## config.mk

```make
export PLATFORM = sky130hd
export DESIGN_NAME = seeg_top
export DESIGN_NICKNAME = d
export VERILOG_FILES = /design/src/common/seeg_pkg.sv /design/src/engine/array_engine.sv /design/src/sequencer/acq_sequencer.sv /design/src/result_stage.sv /design/src/seeg_top.sv
export SDC_FILE = /design/constraint.sdc
export NUM_CORES = 1
export LEC_CHECK = 0
export BUFFER_PORTS_ARGS = -buffer_cell sky130_fd_sc_hd__buf_2
export CORE_ASPECT_RATIO = 0.8
export CORE_MARGIN = 2
export CORE_UTILIZATION = 58
export DETAILED_ROUTE_END_ITERATION = 10
export PLACE_DENSITY = 0.81
export SYNTH_ARGS = -nofsm -noshare
export SYNTH_HDL_FRONTEND = slang
export SYNTH_SLANG_ARGS = --single-unit
```

## constraint.sdc

```tcl
create_clock -name clk -period 17.8 [get_ports clk]
set_input_delay 1.78 -clock clk [delete_from_list [all_inputs] [get_ports clk]]
set_output_delay 1.78 -clock clk [all_outputs]
set_load 0.01 [all_outputs]
```

## src/common/seeg_pkg.sv

```systemverilog
package seeg_pkg;

    // array sizes at simulation scale
    localparam int RHD_CHANNELS = 8;
    localparam int RHS_CHANNELS = 4;
    localparam int ZCHECK_SAMPLES = 8; // samples captured per impedance block

    // engine ticks per configuration pass
    localparam int CONFIG_WORDS = 10;

    localparam int RHD_CLOCK_DIV = 2; // recording array ticks at half rate
    localparam int RHS_CLOCK_DIV = 1;

    // base values of the built-in data generators
    localparam int RHD_SEED = 0;
    localparam int RHS_SEED = 128;

    typedef logic [15:0] sample_t;

    typedef logic [3:0] chan_t; // array-local and global channel index

    typedef logic [1:0] zscale_t; // test-current scale, applied as a left shift

    // channel 0 sits in the low word
    typedef sample_t [RHD_CHANNELS-1:0] rhd_frame_t;
    typedef sample_t [RHS_CHANNELS-1:0] rhs_frame_t;

    typedef struct packed {
        rhs_frame_t rhs;
        rhd_frame_t rhd;
    } record_frame_t;

    typedef sample_t [ZCHECK_SAMPLES-1:0] zcheck_block_t;

    typedef enum logic [1:0] {
        op_config,
        op_record,
        op_zcheck
    } engine_op_e;

endpackage

```

## src/engine/array_engine.sv

```systemverilog
`timescale 1ns/1ps

module array_engine #(
    parameter int CHANNELS = 8,
    parameter int SEED = 0,
    parameter int CLOCK_DIV = 1,
    parameter type frame_t = logic [CHANNELS*16-1:0]
) (
    input  logic                      clk,
    input  logic                      config_done_reset_flag,
    input  logic                      start_valid,
    input  seeg_pkg::engine_op_e      start_op,
    input  seeg_pkg::chan_t           start_channel,
    input  seeg_pkg::zscale_t         zcheck_scale,
    output logic                      start_ready,
    output logic                      done,
    output frame_t                    frame,
    output seeg_pkg::zcheck_block_t   zblock
);

    logic busy;
    logic accept;
    logic tick;
    logic [3:0] div_cnt;
    logic [7:0] pos;
    logic [7:0] last_pos;
    seeg_pkg::engine_op_e op_q;
    seeg_pkg::sample_t frame_idx;
    seeg_pkg::chan_t chan_q;
    seeg_pkg::zscale_t scale_q;
    seeg_pkg::sample_t rec_sample;
    seeg_pkg::sample_t z_base;
    logic [$bits(frame_t)-1:0] frame_r;
    logic [$bits(seeg_pkg::zcheck_block_t)-1:0] zblock_r;

    assign start_ready = !busy;
    assign accept = start_valid && !busy;
    assign tick = div_cnt == 4'(CLOCK_DIV - 1); // clock enable for this array

    // generator, 64 per frame plus channel, or 8 per channel plus sample
    assign rec_sample = seeg_pkg::sample_t'(SEED) + {frame_idx[9:0], 6'b0}
                      + seeg_pkg::sample_t'(pos);
    assign z_base = seeg_pkg::sample_t'(SEED) + {9'b0, chan_q, 3'b0} + seeg_pkg::sample_t'(pos);

    assign frame = frame_t'(frame_r);
    assign zblock = seeg_pkg::zcheck_block_t'(zblock_r);

    always_ff @(posedge clk) begin
        if (config_done_reset_flag) begin
            busy <= 1'b0;
            done <= 1'b0;
            div_cnt <= '0;
            pos <= '0;
            last_pos <= '0;
            op_q <= seeg_pkg::op_config;
            frame_idx <= '0;
        end else begin
            done <= 1'b0;
            if (accept) begin
                busy <= 1'b1;
                div_cnt <= '0;
                pos <= '0;
                op_q <= start_op;
                case (start_op)
                    seeg_pkg::op_record: last_pos <= 8'(CHANNELS - 1);
                    seeg_pkg::op_zcheck: last_pos <= 8'(seeg_pkg::ZCHECK_SAMPLES - 1);
                    default:             last_pos <= 8'(seeg_pkg::CONFIG_WORDS - 1);
                endcase
                if (start_op == seeg_pkg::op_config) frame_idx <= '0; // scan count restarts
            end else if (done) begin
                busy <= 1'b0; // ready again the cycle after done
            end else if (busy) begin
                div_cnt <= tick ? '0 : div_cnt + 1'b1;
                if (tick) begin
                    pos <= pos + 1'b1;
                    if (pos == last_pos) begin
                        done <= 1'b1;
                        if (op_q == seeg_pkg::op_record) frame_idx <= frame_idx + 1'b1;
                    end
                end
            end
        end
    end

    // samples shift in from the top so the first one ends in the low word
    always_ff @(posedge clk) begin
        if (accept) begin
            chan_q <= start_channel;
            scale_q <= zcheck_scale;
        end
        if (busy && !done && tick) begin
            if (op_q == seeg_pkg::op_record)
                frame_r <= {rec_sample, frame_r[$bits(frame_t)-1:16]};
            if (op_q == seeg_pkg::op_zcheck)
                zblock_r <= {z_base << scale_q, zblock_r[$bits(zblock_r)-1:16]};
        end
    end

    assert property (@(posedge clk) disable iff (config_done_reset_flag)
        done |-> !start_ready ##1 start_ready);

    // the sweep counter in the sequencer must stay inside this array
    assert property (@(posedge clk) disable iff (config_done_reset_flag)
        accept && start_op == seeg_pkg::op_zcheck |-> start_channel < CHANNELS);

endmodule

```

## src/sequencer/acq_sequencer.sv

```systemverilog
`timescale 1ns/1ps

module acq_sequencer (
    input  logic                      clk,
    input  logic                      config_done_reset_flag,
    input  logic                      record_start,
    input  logic                      record_stop,
    input  logic                      zcheck_start,
    input  logic                      rhd_start_ready,
    input  logic                      rhs_start_ready,
    input  logic                      rhd_done,
    input  logic                      rhs_done,
    input  seeg_pkg::rhd_frame_t      rhd_frame,
    input  seeg_pkg::rhs_frame_t      rhs_frame,
    input  seeg_pkg::zcheck_block_t   rhd_zblock,
    input  seeg_pkg::zcheck_block_t   rhs_zblock,
    input  logic                      rec_ready,
    input  logic                      z_ready,
    output logic                      busy,
    output logic                      zcheck_done,
    output logic                      rhd_start_valid,
    output logic                      rhs_start_valid,
    output seeg_pkg::engine_op_e      start_op,
    output seeg_pkg::chan_t           start_channel,
    output logic                      rec_push,
    output seeg_pkg::record_frame_t   rec_data,
    output logic                      z_push,
    output seeg_pkg::zcheck_block_t   z_data,
    output seeg_pkg::chan_t           z_channel
);

    typedef enum logic [3:0] {
        s_ready, s_cfg_issue, s_cfg_wait, s_rec_issue, s_rec_wait, s_rec_push,
        s_z_issue, s_z_wait, s_z_push, s_reconfig
    } state_t;

    state_t state;
    logic rhd_acc, rhs_acc, rhd_got, rhs_got;
    logic reconfig_pending, stop_pending, zcheck_mode;
    seeg_pkg::chan_t sweep_ch;
    seeg_pkg::rhd_frame_t rhd_q;
    seeg_pkg::rhs_frame_t rhs_q;
    seeg_pkg::zcheck_block_t z_q;
    logic both_engines, z_phase, z_on_rhd, need_rhd, need_rhs, issuing, waiting;
    logic rhd_fire, rhs_fire, all_acc, all_got, sweep_last;

    assign both_engines = state inside {s_cfg_issue, s_cfg_wait, s_rec_issue, s_rec_wait};
    assign z_phase = state inside {s_z_issue, s_z_wait};
    assign z_on_rhd = sweep_ch < seeg_pkg::chan_t'(seeg_pkg::RHD_CHANNELS); // rhd first in sweep
    assign need_rhd = both_engines || (z_phase && z_on_rhd);
    assign need_rhs = both_engines || (z_phase && !z_on_rhd);
    assign issuing = state inside {s_cfg_issue, s_rec_issue, s_z_issue};
    assign waiting = state inside {s_cfg_wait, s_rec_wait, s_z_wait};
    assign sweep_last = sweep_ch ==
        seeg_pkg::chan_t'(seeg_pkg::RHD_CHANNELS + seeg_pkg::RHS_CHANNELS - 1);

    assign rhd_start_valid = issuing && need_rhd && !rhd_acc;
    assign rhs_start_valid = issuing && need_rhs && !rhs_acc;
    assign rhd_fire = rhd_start_valid && rhd_start_ready;
    assign rhs_fire = rhs_start_valid && rhs_start_ready;
    assign all_acc = (!need_rhd || rhd_acc || rhd_fire) && (!need_rhs || rhs_acc || rhs_fire);
    assign all_got = (!need_rhd || rhd_got) && (!need_rhs || rhs_got);

    always_comb begin
        case (state)
            s_rec_issue: start_op = seeg_pkg::op_record;
            s_z_issue:   start_op = seeg_pkg::op_zcheck;
            default:     start_op = seeg_pkg::op_config;
        endcase
    end

    assign start_channel = z_on_rhd ? sweep_ch
                                    : sweep_ch - seeg_pkg::chan_t'(seeg_pkg::RHD_CHANNELS);
    assign busy = state != s_ready;
    assign rec_push = state == s_rec_push;
    assign rec_data = {rhs_q, rhd_q};
    assign z_push = state == s_z_push;
    assign z_data = z_q;
    assign z_channel = sweep_ch; // global index, rhs channels follow rhd

    // engine results land here whatever the op, only the relevant one is pushed
    always_ff @(posedge clk) begin
        if (rhd_done) rhd_q <= rhd_frame;
        if (rhs_done) rhs_q <= rhs_frame;
        if (rhd_done) z_q <= rhd_zblock;
        else if (rhs_done) z_q <= rhs_zblock;
    end

    always_ff @(posedge clk) begin
        if (config_done_reset_flag) begin
            state <= s_ready;
            {rhd_acc, rhs_acc, rhd_got, rhs_got} <= '0;
            {reconfig_pending, stop_pending, zcheck_mode} <= '0;
            sweep_ch <= '0;
            zcheck_done <= 1'b0;
        end else begin
            zcheck_done <= 1'b0;
            if (record_stop && busy) stop_pending <= 1'b1;
            if (rhd_fire) rhd_acc <= 1'b1;
            if (rhs_fire) rhs_acc <= 1'b1;
            if (issuing && all_acc) {rhd_acc, rhs_acc} <= '0;
            if (rhd_done) rhd_got <= 1'b1;
            if (rhs_done) rhs_got <= 1'b1;
            if (waiting && all_got) {rhd_got, rhs_got} <= '0;

            case (state)
                s_ready: begin
                    if (record_start || zcheck_start) begin
                        zcheck_mode <= !record_start; // record wins if both are high
                        stop_pending <= 1'b0;
                        state <= s_cfg_issue;
                    end
                end
                s_cfg_issue: if (all_acc) state <= s_cfg_wait;
                s_cfg_wait: begin
                    if (all_got) begin
                        if (reconfig_pending) begin
                            reconfig_pending <= 1'b0;
                            zcheck_done <= zcheck_mode;
                            state <= s_ready;
                        end else if (zcheck_mode) begin
                            sweep_ch <= '0;
                            state <= s_z_issue;
                        end else begin
                            state <= s_rec_issue;
                        end
                    end
                end
                s_rec_issue: if (all_acc) state <= s_rec_wait;
                s_rec_wait:  if (all_got) state <= s_rec_push;
                s_rec_push:  if (rec_ready) state <= stop_pending ? s_reconfig : s_rec_issue;
                s_z_issue:   if (all_acc) state <= s_z_wait;
                s_z_wait:    if (all_got) state <= s_z_push;
                s_z_push: begin
                    if (z_ready) begin
                        sweep_ch <= sweep_last ? sweep_ch : sweep_ch + 1'b1;
                        state <= sweep_last ? s_reconfig : s_z_issue;
                    end
                end
                s_reconfig: begin
                    reconfig_pending <= 1'b1;
                    if (rhd_start_ready && rhs_start_ready) state <= s_cfg_issue;
                end
                default: state <= s_ready;
            endcase
        end
    end

    // a presented item stays until the result stage takes it
    assert property (@(posedge clk) disable iff (config_done_reset_flag)
        rec_push && !rec_ready |=> rec_push && $stable(rec_data));
    assert property (@(posedge clk) disable iff (config_done_reset_flag)
        z_push && !z_ready |=> z_push && $stable(z_data) && $stable(z_channel));

endmodule

```

## src/result_stage.sv

```systemverilog
`timescale 1ns/1ps

module result_stage (
    input  logic                      clk,
    input  logic                      config_done_reset_flag,
    input  logic                      rec_push,
    input  seeg_pkg::record_frame_t   rec_data,
    input  logic                      z_push,
    input  seeg_pkg::zcheck_block_t   z_data,
    input  seeg_pkg::chan_t           z_channel,
    input  logic                      record_ready,
    input  logic                      zcheck_ready,
    output logic                      rec_ready,
    output logic                      z_ready,
    output seeg_pkg::record_frame_t   record_frame,
    output logic                      record_valid,
    output seeg_pkg::zcheck_block_t   zcheck_block,
    output seeg_pkg::chan_t           zcheck_channel,
    output logic                      zcheck_valid
);

    // a slot takes a new item when empty or when it drains on this edge
    assign rec_ready = !record_valid || record_ready;
    assign z_ready = !zcheck_valid || zcheck_ready;

    always_ff @(posedge clk) begin
        if (config_done_reset_flag) begin
            record_valid <= 1'b0;
            zcheck_valid <= 1'b0;
        end else begin
            if (rec_push && rec_ready) record_valid <= 1'b1;
            else if (record_ready) record_valid <= 1'b0;
            if (z_push && z_ready) zcheck_valid <= 1'b1;
            else if (zcheck_ready) zcheck_valid <= 1'b0;
        end
    end

    always_ff @(posedge clk) begin
        if (rec_push && rec_ready) record_frame <= rec_data;
        if (z_push && z_ready) begin
            zcheck_block <= z_data;
            zcheck_channel <= z_channel;
        end
    end

    assert property (@(posedge clk) disable iff (config_done_reset_flag)
        record_valid && !record_ready |=> record_valid && $stable(record_frame));
    assert property (@(posedge clk) disable iff (config_done_reset_flag)
        zcheck_valid && !zcheck_ready |=>
            zcheck_valid && $stable(zcheck_block) && $stable(zcheck_channel));

endmodule

```

## src/seeg_top.sv

```systemverilog
`timescale 1ns/1ps

module seeg_top (
    input  logic                      clk,
    input  logic                      config_done_reset_flag,
    input  logic                      record_start,
    input  logic                      record_stop,
    input  logic                      zcheck_start,
    input  seeg_pkg::zscale_t         zcheck_scale,
    input  logic                      record_ready,
    input  logic                      zcheck_ready,
    output logic                      busy,
    output logic                      zcheck_done,
    output seeg_pkg::record_frame_t   record_frame,
    output logic                      record_valid,
    output seeg_pkg::zcheck_block_t   zcheck_block,
    output seeg_pkg::chan_t           zcheck_channel,
    output logic                      zcheck_valid
);

    logic rhd_start_valid;
    logic rhs_start_valid;
    logic rhd_start_ready;
    logic rhs_start_ready;
    logic rhd_done;
    logic rhs_done;
    seeg_pkg::engine_op_e start_op;
    seeg_pkg::chan_t start_channel;
    seeg_pkg::rhd_frame_t rhd_frame;
    seeg_pkg::rhs_frame_t rhs_frame;
    seeg_pkg::zcheck_block_t rhd_zblock;
    seeg_pkg::zcheck_block_t rhs_zblock;
    logic rec_push;
    logic rec_ready;
    seeg_pkg::record_frame_t rec_data;
    logic z_push;
    logic z_ready;
    seeg_pkg::zcheck_block_t z_data;
    seeg_pkg::chan_t z_channel;

    acq_sequencer sequencer (
        .clk(clk), .config_done_reset_flag(config_done_reset_flag),
        .record_start(record_start), .record_stop(record_stop), .zcheck_start(zcheck_start),
        .rhd_start_ready(rhd_start_ready), .rhs_start_ready(rhs_start_ready),
        .rhd_done(rhd_done), .rhs_done(rhs_done),
        .rhd_frame(rhd_frame), .rhs_frame(rhs_frame),
        .rhd_zblock(rhd_zblock), .rhs_zblock(rhs_zblock),
        .rec_ready(rec_ready), .z_ready(z_ready),
        .busy(busy), .zcheck_done(zcheck_done),
        .rhd_start_valid(rhd_start_valid), .rhs_start_valid(rhs_start_valid),
        .start_op(start_op), .start_channel(start_channel),
        .rec_push(rec_push), .rec_data(rec_data),
        .z_push(z_push), .z_data(z_data), .z_channel(z_channel)
    );

    // recording array, ticks on every second clock
    array_engine #(
        .CHANNELS(seeg_pkg::RHD_CHANNELS), .SEED(seeg_pkg::RHD_SEED),
        .CLOCK_DIV(seeg_pkg::RHD_CLOCK_DIV), .frame_t(seeg_pkg::rhd_frame_t)
    ) rhd_engine (
        .clk(clk), .config_done_reset_flag(config_done_reset_flag),
        .start_valid(rhd_start_valid), .start_op(start_op), .start_channel(start_channel),
        .zcheck_scale(zcheck_scale), .start_ready(rhd_start_ready), .done(rhd_done),
        .frame(rhd_frame), .zblock(rhd_zblock)
    );

    array_engine #(
        .CHANNELS(seeg_pkg::RHS_CHANNELS), .SEED(seeg_pkg::RHS_SEED),
        .CLOCK_DIV(seeg_pkg::RHS_CLOCK_DIV), .frame_t(seeg_pkg::rhs_frame_t)
    ) rhs_engine (
        .clk(clk), .config_done_reset_flag(config_done_reset_flag),
        .start_valid(rhs_start_valid), .start_op(start_op), .start_channel(start_channel),
        .zcheck_scale(zcheck_scale), .start_ready(rhs_start_ready), .done(rhs_done),
        .frame(rhs_frame), .zblock(rhs_zblock)
    );

    result_stage results (
        .clk(clk), .config_done_reset_flag(config_done_reset_flag),
        .rec_push(rec_push), .rec_data(rec_data),
        .z_push(z_push), .z_data(z_data), .z_channel(z_channel),
        .record_ready(record_ready), .zcheck_ready(zcheck_ready),
        .rec_ready(rec_ready), .z_ready(z_ready),
        .record_frame(record_frame), .record_valid(record_valid),
        .zcheck_block(zcheck_block), .zcheck_channel(zcheck_channel),
        .zcheck_valid(zcheck_valid)
    );

endmodule
```

### Word-level counts from Yosys, hierarchy flattened

Index checks and enable logic that the tools add are counted.

* add/subtract/negate cells: 14
* magnitude comparators: 1
* equal/unequal tests: 36
* shift-type cells: 2
* muxes and demuxes: 57
* bitwise operators: 9
* reduce and logical (&&, ||, !) cells: 88

Operators with widths (count)
* $mux W128: 2
* $mux W16: 13
* $mux W4: 22
* $add A16 B8 Y16: 3
* $pmux W4 S10: 1
* $add A16 B1 Y16 const B: 2
* $reduce_bool A2 Y1: 16
* $shl A16 B2 Y16: 2
* $ne A2 B1 Y1 const B: 11
* $logic_and A1 B1 Y1: 20
* $reduce_and A6 Y1: 3
* $add A8 B1 Y8 const B: 2
* $add A8 B16 Y16 const A: 1
* $eq A4 B3 Y1 const B: 4
* $eq A8 B8 Y1: 2
* $pmux W4 S2: 2
* $reduce_and A2 Y1: 8
* $mux W1: 14
* $add A4 B1 Y4 const B: 3
* $eq A4 B4 Y1 const B: 3
* $logic_not A1 Y1: 12
* $ne A2 B2 Y1 const B: 6
* $logic_or A1 B1 Y1: 11
* $reduce_and A10 Y1: 1
* 20 further kinds: 43

* flip-flop bits (word level): 1202
* input bits: 9
* output and inout port bits: 328
* logic and storage cells: 282

### Depth between registers and ports, before layout

Gate-level depths: netlist of the first run.

* depth after elaboration: 11
* depth in mapped cells: 11
* gate-level depth less buffers: 9

### By module

A second synthesis of the first run with hierarchy kept.

* cells, all modules: 1898
* area, all modules: 38453.1 µm²

By module, submodules not included
* acq_sequencer: instances 1, cells an instance 610, area an instance 12268.0 µm², seq. area each 9929.5 µm²
* result_stage: instances 1, cells an instance 334, area an instance 9826.9 µm², seq. area each 9769.4 µm²
* array_engine at rhd_engine: instances 1, cells an instance 510, area an instance 9081.2 µm², seq. area each 7487.2 µm²
* array_engine at rhs_engine: instances 1, cells an instance 444, area an instance 7277.0 µm², seq. area each 5585.4 µm²

### Worst setup path before layout of the first run

No wires, ideal clock.

* path type: reg-to-reg
* start point: register rhd_engine.done
* end point: register rhd_engine.zblock_r (netlist bit rhd_engine.zblock[0]) (enable)
* library setup time: 0.819 ns
* arrival: 12.327 ns
* required time: 16.981 ns
* setup slack: 4.654 ns
* cell stages (with the launch flop): 4
* path buffers: 1
* period minus slack after synthesis: 13.146 ns
* path through: dfxtp_1 -> clkbuf_1 -> nand3b_1 -> nor4b_1

* longest elaborated chain between the ends: 4

Ends and longest elaborated chain
* start, declared: line array_engine.sv:16 `output logic done,`
* start signal, assigned: line array_engine.sv:51 `done <= 1'b0;`
* start signal, assigned: line array_engine.sv:58 `done <= 1'b0;`
* start signal, assigned: line array_engine.sv:77 `done <= 1'b1;`
* $logic_not A1 Y1: line array_engine.sv:91 `if (busy && !done && tick) begin`
* $logic_and A1 B1 Y1 (2 in a row): line array_engine.sv:91
* $reduce_and A2 Y1 (no line)
* end signal, assigned: line array_engine.sv:95 `zblock_r <= {z_base << scale_q, zblock_r[$bits(zblock_r)-1:16]};`
* end, declared: line array_engine.sv:34 `logic [$bits(seeg_pkg::zcheck_block_t)-1:0] zblock_r;`

No other way between the ends.
A chain may end at the register's enable or synchronous reset.

### Final worst setup path of the first run

* start point: register sequencer.state[2]
* end point: register, netlist name results.record_frame[20]

* longest elaborated chain between the ends: 2

Ends and longest elaborated chain
* start, declared: line acq_sequencer.sv:37 `state_t state;`
* start signal, assigned: line acq_sequencer.sv:91 `state <= s_ready;`
* start signal, assigned: line acq_sequencer.sv:111 `state <= s_cfg_issue;`
* start signal, assigned: line acq_sequencer.sv:114 `s_cfg_issue: if (all_acc) state <= s_cfg_wait;`
* $eq A4 B3 Y1: line acq_sequencer.sv:75 `assign rec_push = state == s_rec_push;`
* $logic_and A1 B1 Y1: line result_stage.sv:39 `if (rec_push && rec_ready) record_frame <= rec_data;`

No other way between the ends.

==> summary.md, run 1 <==
| Metric | Value |
|---|---|
| Status | finished clean |
| Slew @ Worst Pin | ~1200 ps |
| Max_slew headroom | 0.2018 |
| Mapped Avg Cell Area | 20.54 µm² |
| CTS Buf Count | 93 |
| Power Internal | 4.091 mW |
| Ys async rst share | 0 |
| Vias per inst | 5.323 |
| Post-Syn Area | about 36000 µm² |
| Place WS | 12860 ps |
| Final HPWL DP | 37310 µm |
| Via Count | 16.03k |
| Final Max Tran Viols | 0 |
| Net Sw Power | 1.177 mW |
| CTS H-tree depth | 3 |
| Top-Level Pins | around 340 |
| Worst vdd ir | 0.00009283 V |
| Fmax | 231.0 MHz |
| Cell with the most instances after synthesis | edfxtp_1 |
| Yosys warns | 0 |
| Post-CTS Resized | 0 |
| Largest net degree at the start of global routing | 85 |
| Die area | 63480 µm² |
| Drt drc | 0 |
| Fin Setup TNS | 0 ps |
| Postcts setup bufs | 0 |
| RSZ-0062 raised after global routing | no |
| Crit path from | sequencer.state[2] |
| CP arrival | 4600 ps |
| Count of final setup violators | 0 |
| Die width | 281.2 µm |
| Worst-Skew Late Latency | 660 ps |
| #FFs+latches synth | about 1.1k |
| WL final | about 60000 µm |
| Startpoint Class | register |
| Synth Instances | 1736 |
| Placer Congestion | 0.8222 |
| Worst r2r src | sequencer.state[2] |
| Clock sinks | between 1k and 1.5k |
| CTS tree | done |
| Largest area contributor in the netlist | edfxtp_1 |
| Clock Path Buffers | 3 |
| Final WS setup | 13470 ps |
| Antenna diodes | 0 |
| Final hold vios | 0 |
| Sw Share | 0.2234 |
| Gate power share | 0.066 |
| Synth area leaders | edfxtp_1, dfxtp_1, mux2_2 |
| Clk network pwr share | 0.376 |
| Post-cts hold buffer count | 0 |
| Hold path startpoint | sequencer.z_data[74] |
| Die Y | 225.7 µm |
| First-pass GRT wire length | 93100 µm |
| Initial Utilization | 0.5853 |
| DRT Pass-1 Iters | 5 |
| Total gr overflow | 0 |
| Synth unique cells | 70 |
| Vias in the first global route | 16.00k |
| Initial antenna violation count | 0 |
| Top-area cell type share of the netlist area | 0.8204 |
| Row count | 81 |
| WP data required | between 15000 and 20000 ps |
| Total GRT Usage | 0.1941 |
| Fraction of layout cells with a size suffix above 1 | 0.2658 |
| CP Max Fanout | 84 |
| Core region area | between 60000 and 70000 µm² |
| Leak Pwr | 13.80 nW |
| Power per Cell Area | 128.1 nW/µm² |
| Final min period | 4329 ps |
| Clk_skew | 46.20 ps |
| Wire per inst | 20.53 µm |
| Fin crit share | 0.2432 |
| Primary FF master, synth | edfxtp_1 |
| ANT nets after route | 0 |
| Fillers | 3684 |
| Sequential fraction of the synthesis area | 0.8637 |
| Crit path kind | register to register |
| EDFF count, synth | 974 |
| IO buf count | between 300 and 400 |
| Root Driver | clkbuf_16 |
| Top cells by instance count after synthesis | edfxtp_1, mux2_2, dfxtp_1 |
| Final core utilization | 0.6749 |
| Sequential share of power | 0.559 |
| DRT iter0 DRCs | 1261 |
| Worst-path clk slew | about 70 ps |
| Worst Hold Class | register to register |
| Max-cap viol count | 0 |
| Area delta synth->final | 15.32% |
| Fin nets | 2139 |
| Crit end category | register |
[layer usage]
layer  global-route usage  up-vias  part of all wire
li1                     -     7381                 -
met1               0.2577     8042              0.41
met2               0.3277      507              0.52
met5                    0        -                 0
met3              0.03786      104             0.049
met4              0.06072        0             0.024
[critical path, stage by stage, from the launching register on]
cell and delay, ps:
dfxtp_1 820, or4bb_1 640, nor2b_4 130, buf_4 560, buf_4 760, buf_4 910
[worst paths after layout]
path	end	slack [ps]	depth (start not counted)
setup / recovery	results.record_frame[20]	13470	5
hold / removal	results.zcheck_block[74]	410	0
setup reg to reg	results.record_frame[20]	13470	5
hold reg to reg	results.zcheck_block[74]	410	0
[state kept, by name, summed over array words and instances, names as in the netlist, 10 cells and up]
signal	count
results.record_frame	192
results.zcheck_block	96
rhd_engine.frame	128
rhd_engine.frame_idx	10
rhd_engine.zblock	96
rhs_engine.frame	64
rhs_engine.frame_idx	10
rhs_engine.zblock	96
sequencer.rec_data	192
sequencer.z_data	96
[layout make-up]
type / count / area, µm² / share of cell area
clock buffer: 114 / 2447 / 0.05953
multi-input combinational: 606 / 4472 / 0.1088
clock inverter: 59 / 593.1 / 0.01443
sequential: 1051 / 30800 / 0.7491
tap: 830 / 1039 / 0.02526
timing repair buffer: 320 / 1642 / 0.03993
inverter: 32 / 120.1 / 0.002922
[kinds of logic after synthesis]
| family | after synthesis | share of synthesized area |
|---|---|---|
| AOI/OAI and AO/OA | 122 | 0.02137 |
| buffers and inverters | 110 | 0.01534 |
| adders and majority gates | 26 | 0.009968 |
| other | 1 | 0.0001052 |
| muxes | 128 | 0.03991 |
| and+or+nand+nor | 247 | 0.03710 |
| xor gates and xnor gates | 51 | 0.01253 |
| DFF | 1051 | 0.8637 |
[power groups by stage]
stage          Clock, mW  Combinational (mW)  Sequential, mW
2_1_floorplan          0               0.241            2.99
3_3_place_gp           0               0.329            2.98
3_5_place_dp           0               0.345            2.99
4_1_cts             2.02               0.348            2.94
5_1_grt             2.10               0.381            2.96
6_report            1.98               0.346            2.94
[per-stage QoR]
| step | cell area [µm²] | hold WS, ps | total power, mW | instances |
|---|---|---|---|---|
| after global placement | 38070 | 400.7 | 3.313 | 2839 |
| after floorplan | 35770 | 400.3 | 3.227 | 1767 |
| after detailed placement | 38070 | 404.5 | 3.339 | 2839 |
| after CTS | 41110 | 402.8 | 5.313 | 3012 |
| final | 41110 | 407.1 | 5.268 | 3012 |
| after global routing | 41110 | 409.3 | 5.440 | 3012 |
[layout by cell type (no fill, tap or decap), types with 6 or more instances in the layout]
| master | synthesis | final |
|---|---|---|
| a21oi_1 | 47 | 47 |
| and2_1 | 6 | 6 |
| buf_2 | 5 | 304 |
| buf_4 | 32 | 16 |
| bufinv_16 | 0 | 9 |
| clkbuf_1 | 33 | 18 |
| clkbuf_16 | 0 | 94 |
| clkinv_1 | 1 | 21 |
| clkinv_2 | 0 | 17 |
| conb_1 | 1 | 32 |
| dfxtp_1 | 77 | 75 |
| edfxtp_1 | 974 | 974 |
| ha_1 | 22 | 22 |
| inv_1 | 30 | 30 |
| mux2_2 | 103 | 103 |
| mux2i_1 | 24 | 24 |
| nand2_1 | 46 | 46 |
| nand2b_1 | 11 | 11 |
| nand3_1 | 14 | 14 |
| nand4_1 | 11 | 11 |
| nor2_1 | 64 | 64 |
| nor2b_1 | 12 | 11 |
| nor3_1 | 19 | 18 |
| nor3b_1 | 6 | 6 |
| o21a_1 | 6 | 6 |
| o21ai_0 | 19 | 19 |
| o21ai_1 | 8 | 8 |
| o31ai_1 | 6 | 6 |
| or3_1 | 14 | 14 |
| or4_1 | 6 | 6 |
| xnor2_1 | 31 | 31 |
| xor2_1 | 20 | 20 |
(Power assumes the default switching activity.)
==> run 2, diff against run 1 <==
--- a/config.mk
+++ b/config.mk
@@ -8,9 +8,9 @@
 export BUFFER_PORTS_ARGS = -buffer_cell sky130_fd_sc_hd__buf_2
 export CORE_ASPECT_RATIO = 0.8
 export CORE_MARGIN = 2
-export CORE_UTILIZATION = 58
+export CORE_UTILIZATION = 53
 export DETAILED_ROUTE_END_ITERATION = 10
-export PLACE_DENSITY = 0.81
+export PLACE_DENSITY = 0.78
 export SYNTH_ARGS = -nofsm -noshare
 export SYNTH_HDL_FRONTEND = slang
 export SYNTH_SLANG_ARGS = --single-unit
==> constraint.sdc (replaced) <==
create_clock -name clk -period 3.55 [get_ports clk]
set_input_delay 0.355 -clock clk [delete_from_list [all_inputs] [get_ports clk]]
set_output_delay 0.355 -clock clk [all_outputs]
set_load 0.01 [all_outputs]
==> summary.md, run 2 (synthesis gave the netlist of run 1 again) <==
| Metric | Value |
|---|---|
| Clock sinks | 1051 |
| GRT met1 Usage | 0.2369 |
| Worst Hold Class | input pin to register |
| Worst-path clk slew | 60 ps |
| Placer Congestion | 0.8233 |
| Postcts setup bufs | 0 |
| Final HPWL DP | ~38000 µm |
| Post-CTS Resized | 0 |
| Met3 Track Usage GR | 0.03373 |
| First-pass GRT wire length | 93920 µm |
| Row count | 85 |
| CP arrival | 3730 ps |
| Place WS | 495.1 ps |
| Final WS setup | 381.5 ps |
| Worst r2r src | sequencer.state[1] |
| Max-cap viol count | 0 |
| R2R Path End | rhs_engine.frame_idx[6] |
| Fin nets | 2161 |
| DRT iter0 DRCs | 1449 |
| CTS tree | done |
| RSZ-0062 raised after global routing | no |
| Worst reg-to-reg setup slack | 380 ps |
| Grt peak-use layer | met2 |
| Crit end category | register |
| Initial antenna violation count | 0 |
| IO buf count | 304 |
| WP data required | 4110 ps |
| DRT Pass-1 Iters | 5 |
| CTS H-tree depth | 3 |
| Worst-Skew Late Latency | around 640 ps |
| Crit path from | sequencer.state[1] |
| Max_slew headroom | 0.2486 |
| Biggest cell delay along the critical path | a little over 800 ps |
| Largest net degree at the start of global routing | 83 |
| Startpoint Class | register |
| Clock Path Buffers | 3 |
| Slew @ Worst Pin | 1127 ps |
| Fraction of layout cells with a size suffix above 1 | 0.2713 |
| Initial Utilization | 0.5329 |
| Commonest non-fill, non-tap cell in the layout | edfxtp_1 |
| Total GRT Usage | 0.1760 |
| Slowest stage cell on the critical path | dfxtp_1 |
| Vias per inst | 5.231 |
| Via Count | 16.08k |
| Crit path kind | register to register |
| Final Max Tran Viols | 0 |
| Power per Cell Area | 642.7 nW/µm² |
| Clk_skew | slightly above 30 ps |
| Die area | 69370 µm² |
| Worst vdd ir | between 0.0004 and 0.0005 V |
| Root Driver | clkbuf_16 |
| Top-Level Pins | between 300 and 400 |
| Final min period | ~3200 ps |
| CP Max Fanout | 25 |
| Fmax | 315.6 MHz |
| Vias in the first global route | 16.21k |
| Wire per inst | 19.98 µm |
| Antenna diodes | 0 |
| ANT nets after route | 0 |
| CP Capture Point | rhs_engine.frame_idx[6] |
| Area delta synth->final | 16.52% |
| M2 GR Usage | 0.2933 |
| Crit-path most repeated cell | inv_1 |
| Fin crit share | 0.8925 |
| WL final | 61420 µm |
| Drt drc | 0 |
| Final hold vios | 0 |
| Die Y | 236.0 µm |
| Final core utilization | 0.6210 |
| Most frequent cells in the layout | edfxtp_1, buf_2, mux2_2 |
| R2R depth | 9 |
| Status | finished clean |
| Total gr overflow | 0 |
| Leak Pwr | 13.95 nW |
| Die width | just under 300 µm |
| Count of final setup violators | 0 |
| CP Cell Sequence | nand2_1 > nor3_1 > inv_1 > ha_1 > inv_1 > a211oi_2 > a31oi_1 > o21ai_0 > a21oi_1 |
| Core region area | 66900 µm² |
| CTS Buf Count | 95 |
-- run 2: cell types whose count changed in the layout (fill, tap and decap cells not counted), sizes merged --
cell         previous run  this run
buf                   320       336
bufinv                  9        12
clkinv                 42        40
dlygate4sd3             0         4
inv                    35        36
-- run 2: area by class of cell --
type | count | area [µm²]
Fill cell | 4431 | 25360
Sequential cell | 1051 | 30800
Clock inverter | 61 | 659.4
Timing Repair Buffer | 340 | 1914
Clock buffer | 114 | 2470
Tap cell | 870 | 1089
Multi-Input combinational cell | 606 | 4491
Inverter | 32 | 120.1
-- run 2: critical path, delay by kind of cell, from the launching register on --
kind,cells,cell delay [ps]
flops,1,820
simple gates,2,650
compound gates,4,1120
fa+ha+maj,1,290
buf+inv,2,220
-- run 2: through the flow --
stage	hold slack (ps)	instance area, µm²	instances	setup TNS, ps	power [mW]
finish	39.86	41540	3074	0	26.70
global route	20.81	41540	3074	0	27.65
CTS	1.237	41540	3074	0	26.96
detailed placement	404.5	38370	2895	0	16.78
global placement	400.5	38370	2895	0	16.66
floorplan	400.3	35820	1767	-657450	16.12
-- run 2: power breakdown --
group	total, mW	switching (mW)	internal, mW
registers	14.7	0.396	14.3
logic	1.87	1.19	0.671
clock network	10.2	4.30	5.87
-- run 2: what timing repair did --
item                       in CTS  in global routing
hold endpoints to repair        6                  0
hold buffers                    4                  0
setup endpoints to repair       0                  0
-- run 2: how the worst min path moves through the flow --
stage                             from                   endpoint  slack (ps)  cells past startpoint
5_1_grt                   zcheck_ready       results.zcheck_valid          20                      3
3_3_place_gp       rhd_engine.frame[9]      sequencer.rec_data[9]         400                      0
4_1_cts                   zcheck_ready       results.zcheck_valid           1                      3
6_report                  zcheck_ready       results.zcheck_valid          40                      3
2_1_floorplan    sequencer.rec_data[0]    results.record_frame[0]         400                      0
3_5_place_dp   sequencer.rec_data[120]  results.record_frame[120]         400                      0
-- run 2: per-layer routing --
layer | share of wire | wire length, µm | vias up
li1 | - | - | 7443
met1 | 0.42 | 25750 | 8073
met2 | 0.51 | 31290 | 453
met3 | 0.048 | 2919 | 111
met4 | 0.024 | 1467 | 0
met5 | 0 | 0 | -
